## src/hdl/spi_cmd_pkg.sv

```systemverilog
`default_nettype none

package spi_cmd_pkg;

  // command word layout
  localparam int CMD_WIDTH  = 12;
  localparam int ADDR_WIDTH = 3;
  localparam int DATA_WIDTH = 8;

  // write view sends the whole word in one frame
  typedef struct packed {
    logic                  opcode;
    logic [ADDR_WIDTH-1:0] addr;
    logic [DATA_WIDTH-1:0] data;
  } spi_wr_cmd_t;

  // read view carries the turnaround length in its low byte
  typedef struct packed {
    logic                  opcode;
    logic [ADDR_WIDTH-1:0] addr;
    logic [DATA_WIDTH-1:0] gap;
  } spi_rd_cmd_t;

  typedef union packed {
    spi_wr_cmd_t wr;
    spi_rd_cmd_t rd;
  } spi_cmd_t;

endpackage

`default_nettype wire

```

## src/hdl/spi_link_pkg.sv

```systemverilog
`default_nettype none

package spi_link_pkg;

  // same encoding as the opcode bit of the command word
  typedef enum logic {
    OP_READ  = 1'b0,
    OP_WRITE = 1'b1
  } spi_op_t;

  // frame lengths in sclk periods
  localparam int WR_FRAME_BITS = 12;
  localparam int RD_HDR_BITS   = 4;
  localparam int RD_DATA_BITS  = 8;

endpackage

`default_nettype wire

```

## src/hdl/spi_cmd_decoder.sv

```systemverilog
`timescale 1ns/100ps
`default_nettype none

module spi_cmd_decoder (
  input  wire                                     clk,
  input  wire                                     rst_n,
  input  wire spi_cmd_pkg::spi_cmd_t              cmd_in,
  input  wire                                     cmd_vld,
  input  wire                                     done,
  output logic                                    cmd_rdy,
  output logic                                    start,
  output spi_link_pkg::spi_op_t                   op,
  output logic [spi_cmd_pkg::CMD_WIDTH-1:0]       tx_word,
  output logic [spi_cmd_pkg::DATA_WIDTH-1:0]      gap
);

  logic                  busy;
  logic                  accept;
  spi_cmd_pkg::spi_cmd_t cmd_reg;

  assign accept  = cmd_vld && !busy;
  assign cmd_rdy = !busy;

  always_ff @(posedge clk or negedge rst_n)
  begin
    if (!rst_n)
    begin
      busy  <= 1'b0;
      start <= 1'b0;
    end
    else
    begin
      start <= accept;
      if (accept)
        busy <= 1'b1;
      else if (done)
        busy <= 1'b0;
    end
  end

  // held until done since no new command is taken while busy
  always_ff @(posedge clk)
  begin
    if (accept)
      cmd_reg <= cmd_in;
  end

  // opcode and full word from the write view, turnaround from the read view
  assign op      = spi_link_pkg::spi_op_t'(cmd_reg.wr.opcode);
  assign tx_word = cmd_reg.wr;
  assign gap     = cmd_reg.rd.gap;

endmodule

`default_nettype wire

```

## src/hdl/spi_shift_engine.sv

```systemverilog
`timescale 1ns/100ps
`default_nettype none

module spi_shift_engine #(
  parameter int CLK_DIV = 4
) (
  input  wire                                          clk,
  input  wire                                          rst_n,
  input  wire                                          start,
  input  wire spi_link_pkg::spi_op_t                   op,
  input  wire [spi_link_pkg::WR_FRAME_BITS-1:0]        tx_word,
  input  wire [spi_cmd_pkg::DATA_WIDTH-1:0]            gap,
  input  wire                                          miso,
  output logic                                         sclk,
  output logic                                         cs_n,
  output logic                                         mosi,
  output logic                                         done,
  output logic                                         sample,
  output logic                                         sample_bit,
  output logic                                         rx_last
);

  localparam int DIV_W = (CLK_DIV > 2) ? $clog2(CLK_DIV) : 1;
  localparam int BIT_W = $clog2(spi_link_pkg::WR_FRAME_BITS + 1);
  localparam int TX_W  = spi_link_pkg::WR_FRAME_BITS;

  localparam logic [2:0] IDLE     = 3'd0;
  localparam logic [2:0] FRAME_TX = 3'd1;
  localparam logic [2:0] GAP      = 3'd2;
  localparam logic [2:0] FRAME_RX = 3'd3;
  localparam logic [2:0] FINISH   = 3'd4;

  logic [2:0]                          state;
  logic [DIV_W-1:0]                    div_cnt;
  logic [BIT_W-1:0]                    bit_cnt;
  logic [BIT_W-1:0]                    frame_bits;
  logic [spi_cmd_pkg::DATA_WIDTH-1:0]  gap_cnt;
  logic [TX_W-1:0]                     tx_sh;
  logic                                in_frame;
  logic                                half_end;
  logic                                last_bit;
  logic                                rise_en;
  logic                                fall_en;
  logic                                frame_end;

  assign in_frame = (state == FRAME_TX) || (state == FRAME_RX);
  assign half_end = (div_cnt == DIV_W'(CLK_DIV - 1));

  // length of the frame in progress
  always_comb
  begin
    if (state == FRAME_RX)
      frame_bits = BIT_W'(spi_link_pkg::RD_DATA_BITS);
    else if (op == spi_link_pkg::OP_WRITE)
      frame_bits = BIT_W'(spi_link_pkg::WR_FRAME_BITS);
    else
      frame_bits = BIT_W'(spi_link_pkg::RD_HDR_BITS);
  end

  assign last_bit = (bit_cnt == frame_bits - 1'b1);

  // a low half ends with sclk rising or with cs_n released after the last bit
  assign frame_end = in_frame && half_end && !sclk && (bit_cnt == frame_bits);
  assign rise_en   = in_frame && half_end && !sclk && (bit_cnt != frame_bits);
  assign fall_en   = in_frame && half_end && sclk;

  always_ff @(posedge clk or negedge rst_n)
  begin
    if (!rst_n)
    begin
      state   <= IDLE;
      div_cnt <= '0;
      bit_cnt <= '0;
      gap_cnt <= '0;
      sclk    <= 1'b0;
      cs_n    <= 1'b1;
      mosi    <= 1'b0;
      done    <= 1'b0;
      sample  <= 1'b0;
      rx_last <= 1'b0;
    end
    else
    begin
      done    <= 1'b0;
      sample  <= 1'b0;
      rx_last <= 1'b0;

      if (state == IDLE || half_end)
        div_cnt <= '0;
      else
        div_cnt <= div_cnt + 1'b1;

      case (state)
        IDLE:
        begin
          if (start)
          begin
            state   <= FRAME_TX;
            cs_n    <= 1'b0;
            bit_cnt <= '0;
            mosi    <= tx_word[TX_W-1];
          end
        end

        FRAME_TX, FRAME_RX:
        begin
          if (fall_en)
          begin
            sclk    <= 1'b0;
            bit_cnt <= bit_cnt + 1'b1;
            // mosi drops to 0 after the last transmitted bit
            if (state == FRAME_TX && !last_bit)
              mosi <= tx_sh[TX_W-1];
            else
              mosi <= 1'b0;
          end
          else if (rise_en)
          begin
            sclk <= 1'b1;
            if (state == FRAME_RX)
            begin
              sample  <= 1'b1;
              rx_last <= last_bit;
            end
          end
          else if (frame_end)
          begin
            cs_n    <= 1'b1;
            bit_cnt <= '0;
            if (state == FRAME_TX && op == spi_link_pkg::OP_READ)
            begin
              state   <= GAP;
              gap_cnt <= '0;
            end
            else
              state <= FINISH;
          end
        end

        GAP:
        begin
          // cs_n high for (gap+1) half periods
          if (half_end)
          begin
            if (gap_cnt == gap)
            begin
              cs_n  <= 1'b0;
              state <= FRAME_RX;
            end
            else
              gap_cnt <= gap_cnt + 1'b1;
          end
        end

        FINISH:
        begin
          done  <= 1'b1;
          state <= IDLE;
        end

        default:
          state <= IDLE;
      endcase
    end
  end

  always_ff @(posedge clk)
  begin
    if (state == IDLE && start)
      tx_sh <= tx_word << 1;
    else if (fall_en && state == FRAME_TX)
      tx_sh <= tx_sh << 1;

    if (rise_en)
      sample_bit <= miso;
  end

endmodule

`default_nettype wire

```

## src/hdl/spi_read_capture.sv

```systemverilog
`timescale 1ns/100ps
`default_nettype none

module spi_read_capture (
  input  wire                                      clk,
  input  wire                                      rst_n,
  input  wire                                      sample,
  input  wire                                      sample_bit,
  input  wire                                      rx_last,
  output logic [spi_cmd_pkg::DATA_WIDTH-1:0]       read_data,
  output logic                                     read_vld
);

  localparam int W = spi_cmd_pkg::DATA_WIDTH;

  logic [W-1:0] rx_sh;
  logic [W-1:0] rx_next;

  // msb first, so new bits enter at the bottom
  assign rx_next = {rx_sh[W-2:0], sample_bit};

  always_ff @(posedge clk or negedge rst_n)
  begin
    if (!rst_n)
      read_vld <= 1'b0;
    else
      read_vld <= sample && rx_last;
  end

  always_ff @(posedge clk)
  begin
    if (sample)
      rx_sh <= rx_next;
    // byte stays on read_data until the next read completes
    if (sample && rx_last)
      read_data <= rx_next;
  end

endmodule

`default_nettype wire

```

## src/hdl/spi_cmd_master.sv

```systemverilog
`timescale 1ns/100ps
`default_nettype none

module spi_cmd_master #(
  parameter int CLK_DIV = 4
) (
  input  wire                                    clk,
  input  wire                                    rst_n,
  input  wire  [spi_cmd_pkg::CMD_WIDTH-1:0]      cmd_in,
  input  wire                                    cmd_vld,
  output logic                                   cmd_rdy,
  output logic                                   sclk,
  output logic                                   cs_n,
  output logic                                   mosi,
  input  wire                                    miso,
  output logic [spi_cmd_pkg::DATA_WIDTH-1:0]     read_data,
  output logic                                   read_vld
);

  logic                                  start;
  logic                                  done;
  spi_link_pkg::spi_op_t                 op;
  logic [spi_cmd_pkg::CMD_WIDTH-1:0]     tx_word;
  logic [spi_cmd_pkg::DATA_WIDTH-1:0]    gap;
  logic                                  sample;
  logic                                  sample_bit;
  logic                                  rx_last;

  spi_cmd_decoder i_spi_cmd_decoder (
    .clk     (clk),
    .rst_n   (rst_n),
    .cmd_in  (cmd_in),
    .cmd_vld (cmd_vld),
    .done    (done),
    .cmd_rdy (cmd_rdy),
    .start   (start),
    .op      (op),
    .tx_word (tx_word),
    .gap     (gap)
  );

  spi_shift_engine #(
    .CLK_DIV (CLK_DIV)
  ) i_spi_shift_engine (
    .clk        (clk),
    .rst_n      (rst_n),
    .start      (start),
    .op         (op),
    .tx_word    (tx_word),
    .gap        (gap),
    .miso       (miso),
    .sclk       (sclk),
    .cs_n       (cs_n),
    .mosi       (mosi),
    .done       (done),
    .sample     (sample),
    .sample_bit (sample_bit),
    .rx_last    (rx_last)
  );

  spi_read_capture i_spi_read_capture (
    .clk        (clk),
    .rst_n      (rst_n),
    .sample     (sample),
    .sample_bit (sample_bit),
    .rx_last    (rx_last),
    .read_data  (read_data),
    .read_vld   (read_vld)
  );

endmodule

`default_nettype wire

```

## config.mk

```make
export PLATFORM = sky130hd
export DESIGN_NAME = spi_cmd_master
export DESIGN_NICKNAME = d
export VERILOG_FILES = /design/src/hdl/spi_cmd_pkg.sv /design/src/hdl/spi_link_pkg.sv /design/src/hdl/spi_cmd_decoder.sv /design/src/hdl/spi_shift_engine.sv /design/src/hdl/spi_read_capture.sv /design/src/hdl/spi_cmd_master.sv
export SDC_FILE = /design/constraint.sdc
export NUM_CORES = 1
export LEC_CHECK = 0
export BUFFER_PORTS_ARGS = -buffer_cell sky130_fd_sc_hd__buf_2
export CAP_MARGIN = 10
export CORE_ASPECT_RATIO = 1.75
export CORE_UTILIZATION = 30
export DETAILED_ROUTE_END_ITERATION = 6
export GPL_TIMING_DRIVEN = 0
export SYNTH_ARGS = -nofsm -noshare
export SYNTH_HDL_FRONTEND = slang
export SYNTH_HIERARCHICAL = 1
export SYNTH_SLANG_ARGS = --single-unit
```

## constraint.sdc

```tcl
create_clock -name clk -period 3.9 [get_ports clk]
set_input_delay 0.78 -clock clk [delete_from_list [all_inputs] [get_ports clk]]
set_output_delay 0.78 -clock clk [all_outputs]
set_load 0.1 [all_outputs]
```

# --- After elaboration in Yosys (flattened, before gate mapping) ---
# Index checks and enable logic that the tools add are counted.
word_totals:
  word_cells: 122
  out_inout_bits: 13
  regBits: 65
  inputBits: 16
classes:
  add_sub_neg: 4
  mux: 49
  n_reduce_logical: 30
  n_bitwise: 1
  eq_ne: 20
ops:
  columns: ["cell", "n"]
  rows:
  - ["8-bit two-way mux", 6]
  - ["12-bit two-way mux", 2]
  - ["4-bit two-way mux", 6]
  - ["1-bit two-way mux", 22]
  - ["3-bit two-way mux", 7]
  - ["8-bit case mux with 2 select lines", 1]
  - ["7-bit AND reduction", 2]
  - ["1-bit logical AND", 11]
  - ["2-bit by 1-bit inequality test with 1-bit output (second input constant)", 5]
  - ["2-bit nonzero test", 5]
  - ["3-bit case mux with 3 select lines", 1]
  - ["8-bit by 1-bit adder with 8-bit output (second input constant)", 1]
  - ["4-bit == test", 2]
  - ["8-bit == test", 1]
  - ["2-bit inequality test (second input constant)", 4]
  - ["4-bit case mux with 2 select lines", 1]
  - ["3-bit by 2-bit == test with 1-bit output (second input constant)", 2]
  - ["6-bit AND reduction", 1]
  - ["4-bit by 1-bit adder with 4-bit output (second input constant)", 1]
  - ["4-bit inequality test", 1]
  - ["4-bit AND reduction", 1]
  - ["4-bit by 1-bit subtractor with 4-bit output (second input constant)", 1]
  - ["3-bit by 1-bit == test with 1-bit output (second input constant)", 1]
  - ["3-bit == test (second input constant)", 1]
  - ["other kinds (15)", 18]

# --- Longest topological paths before layout ---
depth:
  ltp_word: 9
  ltp_mapped: 7
  mapped_depth_nobuf: 7

# --- Modules after synthesis ---
# Netlist, hierarchy kept.
modules_own_cells:
  columns: ["module", "cells_each", "area_per_inst_um2", "n_inst", "seq_area_each_um2"]
  rows:
  - ["spi_shift_engine", 175, 1859.3, 1, 937.1]
  - ["spi_cmd_decoder", 26, 498.0, 1, 410.4]
  - ["spi_read_capture", 17, 481.7, 1, 475.5]

# --- Worst setup path after synthesis ---
# No wires, ideal clock.
synth_timing:
  kind: "reg-to-reg"
  start: "register i_spi_shift_engine.sclk"
  end: "register i_spi_shift_engine.tx_sh[10] (enable)"
  n_path_buf: 0
  path_slack_ps: 1550
  required_ps: 3519
  arrival_time_ps: 1969
  path_stages_with_launch: 3
  synth_period_minus_slack_ps: 2350
  path_cell_list: "dfrtp_1 nand3_1 o21bai_1"
synth_between:
  elab_chain_cells: 3
synth_rtl:
  columns: ["item", "line", "text"]
  rows:
  - ["start, declared", "spi_shift_engine.sv:14", "output logic sclk,"]
  - ["start signal, assigned", "spi_shift_engine.sv:75", "sclk <= 1'b0;"]
  - ["start signal, assigned", "spi_shift_engine.sv:109", "sclk <= 1'b0;"]
  - ["start signal, assigned", "spi_shift_engine.sv:119", "sclk <= 1'b1;"]
  - ["1-bit logical AND", "spi_shift_engine.sv:65", "assign fall_en = in_frame && half_end && sclk;"]
  - ["1-bit logical AND", "spi_shift_engine.sv:171", "else if (fall_en && state == FRAME_TX)"]
  - ["2-bit nonzero test (no source line)", null, null]
  - ["end signal, assigned", "spi_shift_engine.sv:170", "tx_sh <= tx_word << 1;"]
  - ["end signal, assigned", "spi_shift_engine.sv:172", "tx_sh <= tx_sh << 1;"]
  - ["end, declared", "spi_shift_engine.sv:38", "logic [TX_W-1:0] tx_sh;"]
# Every way passes these cells.
# A chain may end at the register's enable or synchronous reset.

# --- Worst setup path in the final report ---
layout_timing:
  start: "register i_spi_shift_engine.div_cnt[0]"
  end: "register i_spi_shift_engine.tx_sh[4] (enable)"
layout_between:
  elab_chain_cells: 5
layout_rtl:
  columns: ["item", "line", "text"]
  rows:
  - ["start, declared", "spi_shift_engine.sv:34", "logic [DIV_W-1:0] div_cnt;"]
  - ["start signal, assigned", "spi_shift_engine.sv:91", "div_cnt <= div_cnt + 1'b1;"]
  - ["2-bit == test", "spi_shift_engine.sv:47", "assign half_end = (div_cnt == DIV_W'(CLK_DIV - 1));"]
  - ["1-bit logical AND (2 in series)", "spi_shift_engine.sv:65", null]
  - ["1-bit logical AND", "spi_shift_engine.sv:171", null]
  - ["2-bit nonzero test (no source line)", null, null]
# Every way passes these cells.

==> results.txt <==
----------------------------------------------------
[Status]
  Outcome ... finished, final reports clean

[Logic synthesis]
  Commonest cells in the synthesized netlist ... sky130_fd_sc_hd__edfxtp_1, sky130_fd_sc_hd__dfrtp_1, sky130_fd_sc_hd__nand2_1
  Share of synthesized cell area in full adder, half adder and majority cells ... under 10%
  Number of enable-type register cells in the synthesized netlist ... 39
  Net count after synthesis ... approximately 240
  Syn avg cell area ... 13.0 um^2
  Synth Area in Simple Gates ... about an eighth
  Portion of netlist area occupied by mux cells ... 5.02%
  Yosys synthesis warning count ... 6
  Main combinational cell family by area after synthesis ... simple AND/OR/NAND/NOR gates
  Largest area contributor in the synthesized netlist ... sky130_fd_sc_hd__edfxtp_1
  Main synth FF type ... sky130_fd_sc_hd__edfxtp_1
  Synth top area cells ... sky130_fd_sc_hd__edfxtp_1, sky130_fd_sc_hd__dfrtp_1, sky130_fd_sc_hd__mux2_2
  Most common cell in the netlist ... sky130_fd_sc_hd__edfxtp_1
  Number of cells produced by synthesis ... 218
  Post-synthesis compound-gate area fraction ... slightly below 9%
  Synth Register Bits ... 65
  Async SR Flop Fraction ... about 40%
  Sequential fraction of the synthesis area ... 64.2%
  Synth unique cells ... 47
  XOR/XNOR share of the synthesized area ... 2.78%
  Post-synth design cell area ... approximately 2800 um^2
  Share of the synthesized area in the top cell type ... a little over 40%

[Power and ir drop]
  Clk pwr share ... roughly two fifths
  Net load switching power ... roughly 0.53 mW
  Total power after layout ... roughly 1.9 mW
  Combinational fraction of design power ... roughly 15%
  Power per standard cell area ... 565 nW/um^2
  Maximum vdd drop ... 0.350 mV
  Leakage ... approximately 1.3 nW
  Sequential group share of total power ... between 40% and 50%
  Cell-internal power ... approximately 1.4 mW
  Switching share of power ... between 20% and 30%

[Floorplan]
  Starting density of the core ... between 30% and 40%
  Std-Cell Core Area ... between 9000 and 10000 um^2
  Die Footprint ... 9870 um^2
  Overall die width ... about 76 um
  FP Rows ... between 40 and 50
  Die Span Y ... 131 um
  I/O pin count ... 29

[Worst hold path]
  Type of the worst min-delay path ... register to register
  Endpoint of the worst hold-timing path ... i_spi_cmd_decoder/busy$_DFFE_PN0P_
  Cell depth of the worst min-delay path ... 1
  Critical hold path startpoint ... i_spi_shift_engine/done$_DFF_PN0_

[Clock tree]
  Clock-pin transition on the worst setup and hold timing paths ... roughly 50 ps
  Number of clock buffers inserted by TritonCTS ... 9
  Post-CTS setup buffer count ... 0
  Clock root buffer master ... sky130_fd_sc_hd__clkbuf_16
  TritonCTS clock tree ... yes
  CTS hold repair buffers ... 0
  Total number of clock tree sinks ... 65
  Post-cts repair resize count ... 0
  Max Buffers Root-to-Sink ... 2
  Clock Latency Late Sink ... roughly 330 ps
  H-tree levels ... 3

[Timing]
  Unrepaired setup endpoints after global routing ... false
  WHS ... 430 ps
  Setup TNS ... 0 ps
  Final Critical Period ... ~2600 ps
  Measured slew at the worst slew-check pin ... 1010 ps
  Number of failing setup endpoints in the final timing report ... 0
  Slew Limit Headroom ... approximately 32%
  Maximum clock skew at final layout ... between 4 and 5 ps
  Max Freq ... ~390 MHz
  Post-route fraction of the period consumed by the critical path ... about two thirds
  Max Transition Viols Final ... 0
  Final Hold Viols ... 0

[Place]
  Final HPWL from detailed placement ... ~3.8 mm
  Input/output buffers ... 28
  DP Area ... roughly 3100 um^2
  GPL Wtd Cong ... 0.782

[Finish]
  Filler cells ... between 800 and 900
  Antenna diode count ... 0
  P&R area growth vs syn ... 20.7%
  Ratio of cells with drive above 1 in the final layout ... roughly 29%
  Final net count ... roughly 280
  Layout Cell Area excl Fill ... around 3400 um^2
  Post-layout utilization of the core ... 37.4%

[Route]
  First-pass detailed-route iteration total ... 4
  Via-to-Cell Ratio ... between 4 and 5
  Violation count after the first detailed-route iteration ... 49
  Aggregate routed wire length ... between 5 and 6 mm
  Count of vias placed by the detailed router ... around 1800
  Post-route antenna net violation count ... 0
  Post-detailed-route wirelength per cell ... 13.6 um
  DRC violations left ... 0

[Critical path]
  Type of origin of the critical path ... register
  Reg-to-reg setup timing slack ... around 1300 ps
  Depth of the worst register-to-register path ... 4
  Reg2Reg Launch Point ... i_spi_shift_engine/div_cnt[0]$_DFF_PN0_
  Largest driver fanout on the critical path ... 11
  Critical path class ... register to register
  Endpoint of the worst-slack reg-to-reg timing path ... i_spi_shift_engine/tx_sh[4]$_DFFE_PP_
  Required time of the critical path ... slightly below 4000 ps
  CP endpoint kind ... register
  Critical path arrival ... ~2500 ps

[GRT]
  Antenna violations before repair ... 0
  Number of global-route vias before repair ... 1766
  Largest net degree at the start of global routing ... 27
  Sum of overflow across all layers after global routing ... 0
  Total routing usage reported by global routing ... between 10% and 20%
  Global-route wire length before repair ... between 8 and 9 mm

[Run]
  Number of max-cap violations ... 0

----------------------------------------------------
## cell type report
class,instances,area (um^2),share of cell area (%)
Sequential cell,65,1820,53.2
Clock buffer,10,239,6.98
Tap cell,120,150,4.38
Multi-Input combinational cell,129,888,25.9
Inverter,10,37.5,1.10
Buffer,14,90.1,2.63
Clock inverter,6,57.6,1.68
Timing Repair Buffer,28,140,4.09
## cells by family after synthesis
kind of cell               after synthesis
DFF                                     65
muxes                                   13
and+or+nand+nor                         67
xor gates and xnor gates                 9
buffers and inverters                   24
adders and majority gates                4
AOI/OAI and AO/OA                       36
## stage by stage
step	std cells	worst slack (ps)
3_3_place_gp	366	1330
6_report	382	1300
3_5_place_dp	366	1280
5_1_grt	382	1140
2_1_floorplan	218	1550
4_1_cts	382	1280
## registers in the layout, indices dropped and copies added, names as in the netlist
name	count
i_spi_shift_engine/state	3
i_spi_read_capture/read_vld	1
i_spi_shift_engine/div_cnt	2
i_spi_shift_engine/mosi	1
i_spi_shift_engine/tx_sh	11
i_spi_cmd_decoder/tx_word	12
i_spi_shift_engine/rx_last	1
i_spi_shift_engine/gap_cnt	8
i_spi_shift_engine/sclk	1
i_spi_cmd_decoder/busy	1
i_spi_shift_engine/sample	1
i_spi_cmd_decoder/start	1
i_spi_read_capture/read_data	8
i_spi_read_capture/rx_sh	7
i_spi_shift_engine/sample_bit	1
i_spi_shift_engine/done	1
i_spi_shift_engine/cs_n	1
i_spi_shift_engine/bit_cnt	4
## worst max-delay path by stage
stage	start	cells past startpoint	end
floorplan	i_spi_shift_engine/sclk$_DFFE_PN0P_	2	i_spi_shift_engine/tx_sh[10]$_DFFE_PP_
global placement	i_spi_shift_engine/div_cnt[0]$_DFF_PN0_	4	i_spi_shift_engine/tx_sh[3]$_DFFE_PP_
detailed placement	i_spi_shift_engine/div_cnt[0]$_DFF_PN0_	4	i_spi_shift_engine/tx_sh[3]$_DFFE_PP_
CTS	i_spi_shift_engine/div_cnt[0]$_DFF_PN0_	4	i_spi_shift_engine/tx_sh[4]$_DFFE_PP_
global route	i_spi_shift_engine/div_cnt[0]$_DFF_PN0_	4	i_spi_shift_engine/tx_sh[8]$_DFFE_PP_
finish	i_spi_shift_engine/div_cnt[0]$_DFF_PN0_	4	i_spi_shift_engine/tx_sh[4]$_DFFE_PP_
## power by group through the flow
stage | Sequential (mW) | Clock [mW] | Combinational (mW)
finish | 0.854 | 0.786 | 0.297
CTS | 0.854 | 0.808 | 0.298
floorplan | 0.951 | 0 | 0.132
detailed placement | 0.867 | 0 | 0.297
global placement | 0.865 | 0 | 0.290
global route | 0.864 | 0.824 | 0.318
## per-layer routing
metal | wire [um] | global-route usage (%) | vias to the layer above
met4 | 102 | 6.32 | 0
li1 | - | - | 869
met2 | 2790 | 21.1 | 30
met1 | 2110 | 12.6 | 853
met5 | 0 | 0 | -
met3 | 184 | 3.60 | 6
## critical path, stage by stage (launching register included)
cell                       delay, ps
sky130_fd_sc_hd__dfrtp_1         350
sky130_fd_sc_hd__ha_1            260
sky130_fd_sc_hd__clkbuf_1        380
sky130_fd_sc_hd__nand3_1         340
sky130_fd_sc_hd__o21bai_1        880
## cell usage in the layout (no fill, tap or decap), types with 3 or more instances in the layout
cell                        instances
sky130_fd_sc_hd__buf_2             31
sky130_fd_sc_hd__mux2i_1            3
sky130_fd_sc_hd__edfxtp_1          39
sky130_fd_sc_hd__inv_1              8
sky130_fd_sc_hd__mux2_2            10
sky130_fd_sc_hd__nor2_1             8
sky130_fd_sc_hd__nor3_1             6
sky130_fd_sc_hd__nand3_1           11
sky130_fd_sc_hd__nand4_1            3
sky130_fd_sc_hd__clkinv_2           4
sky130_fd_sc_hd__a31oi_1            5
sky130_fd_sc_hd__nand2_1           18
sky130_fd_sc_hd__buf_4              9
sky130_fd_sc_hd__and2_1             3
sky130_fd_sc_hd__and3_1             3
sky130_fd_sc_hd__dfrtp_1           25
sky130_fd_sc_hd__clkbuf_16          9
sky130_fd_sc_hd__o21ai_0           10
sky130_fd_sc_hd__xnor2_1            8
sky130_fd_sc_hd__a21oi_1            4
sky130_fd_sc_hd__ha_1               4
Power figures use the tool's default switching activity.
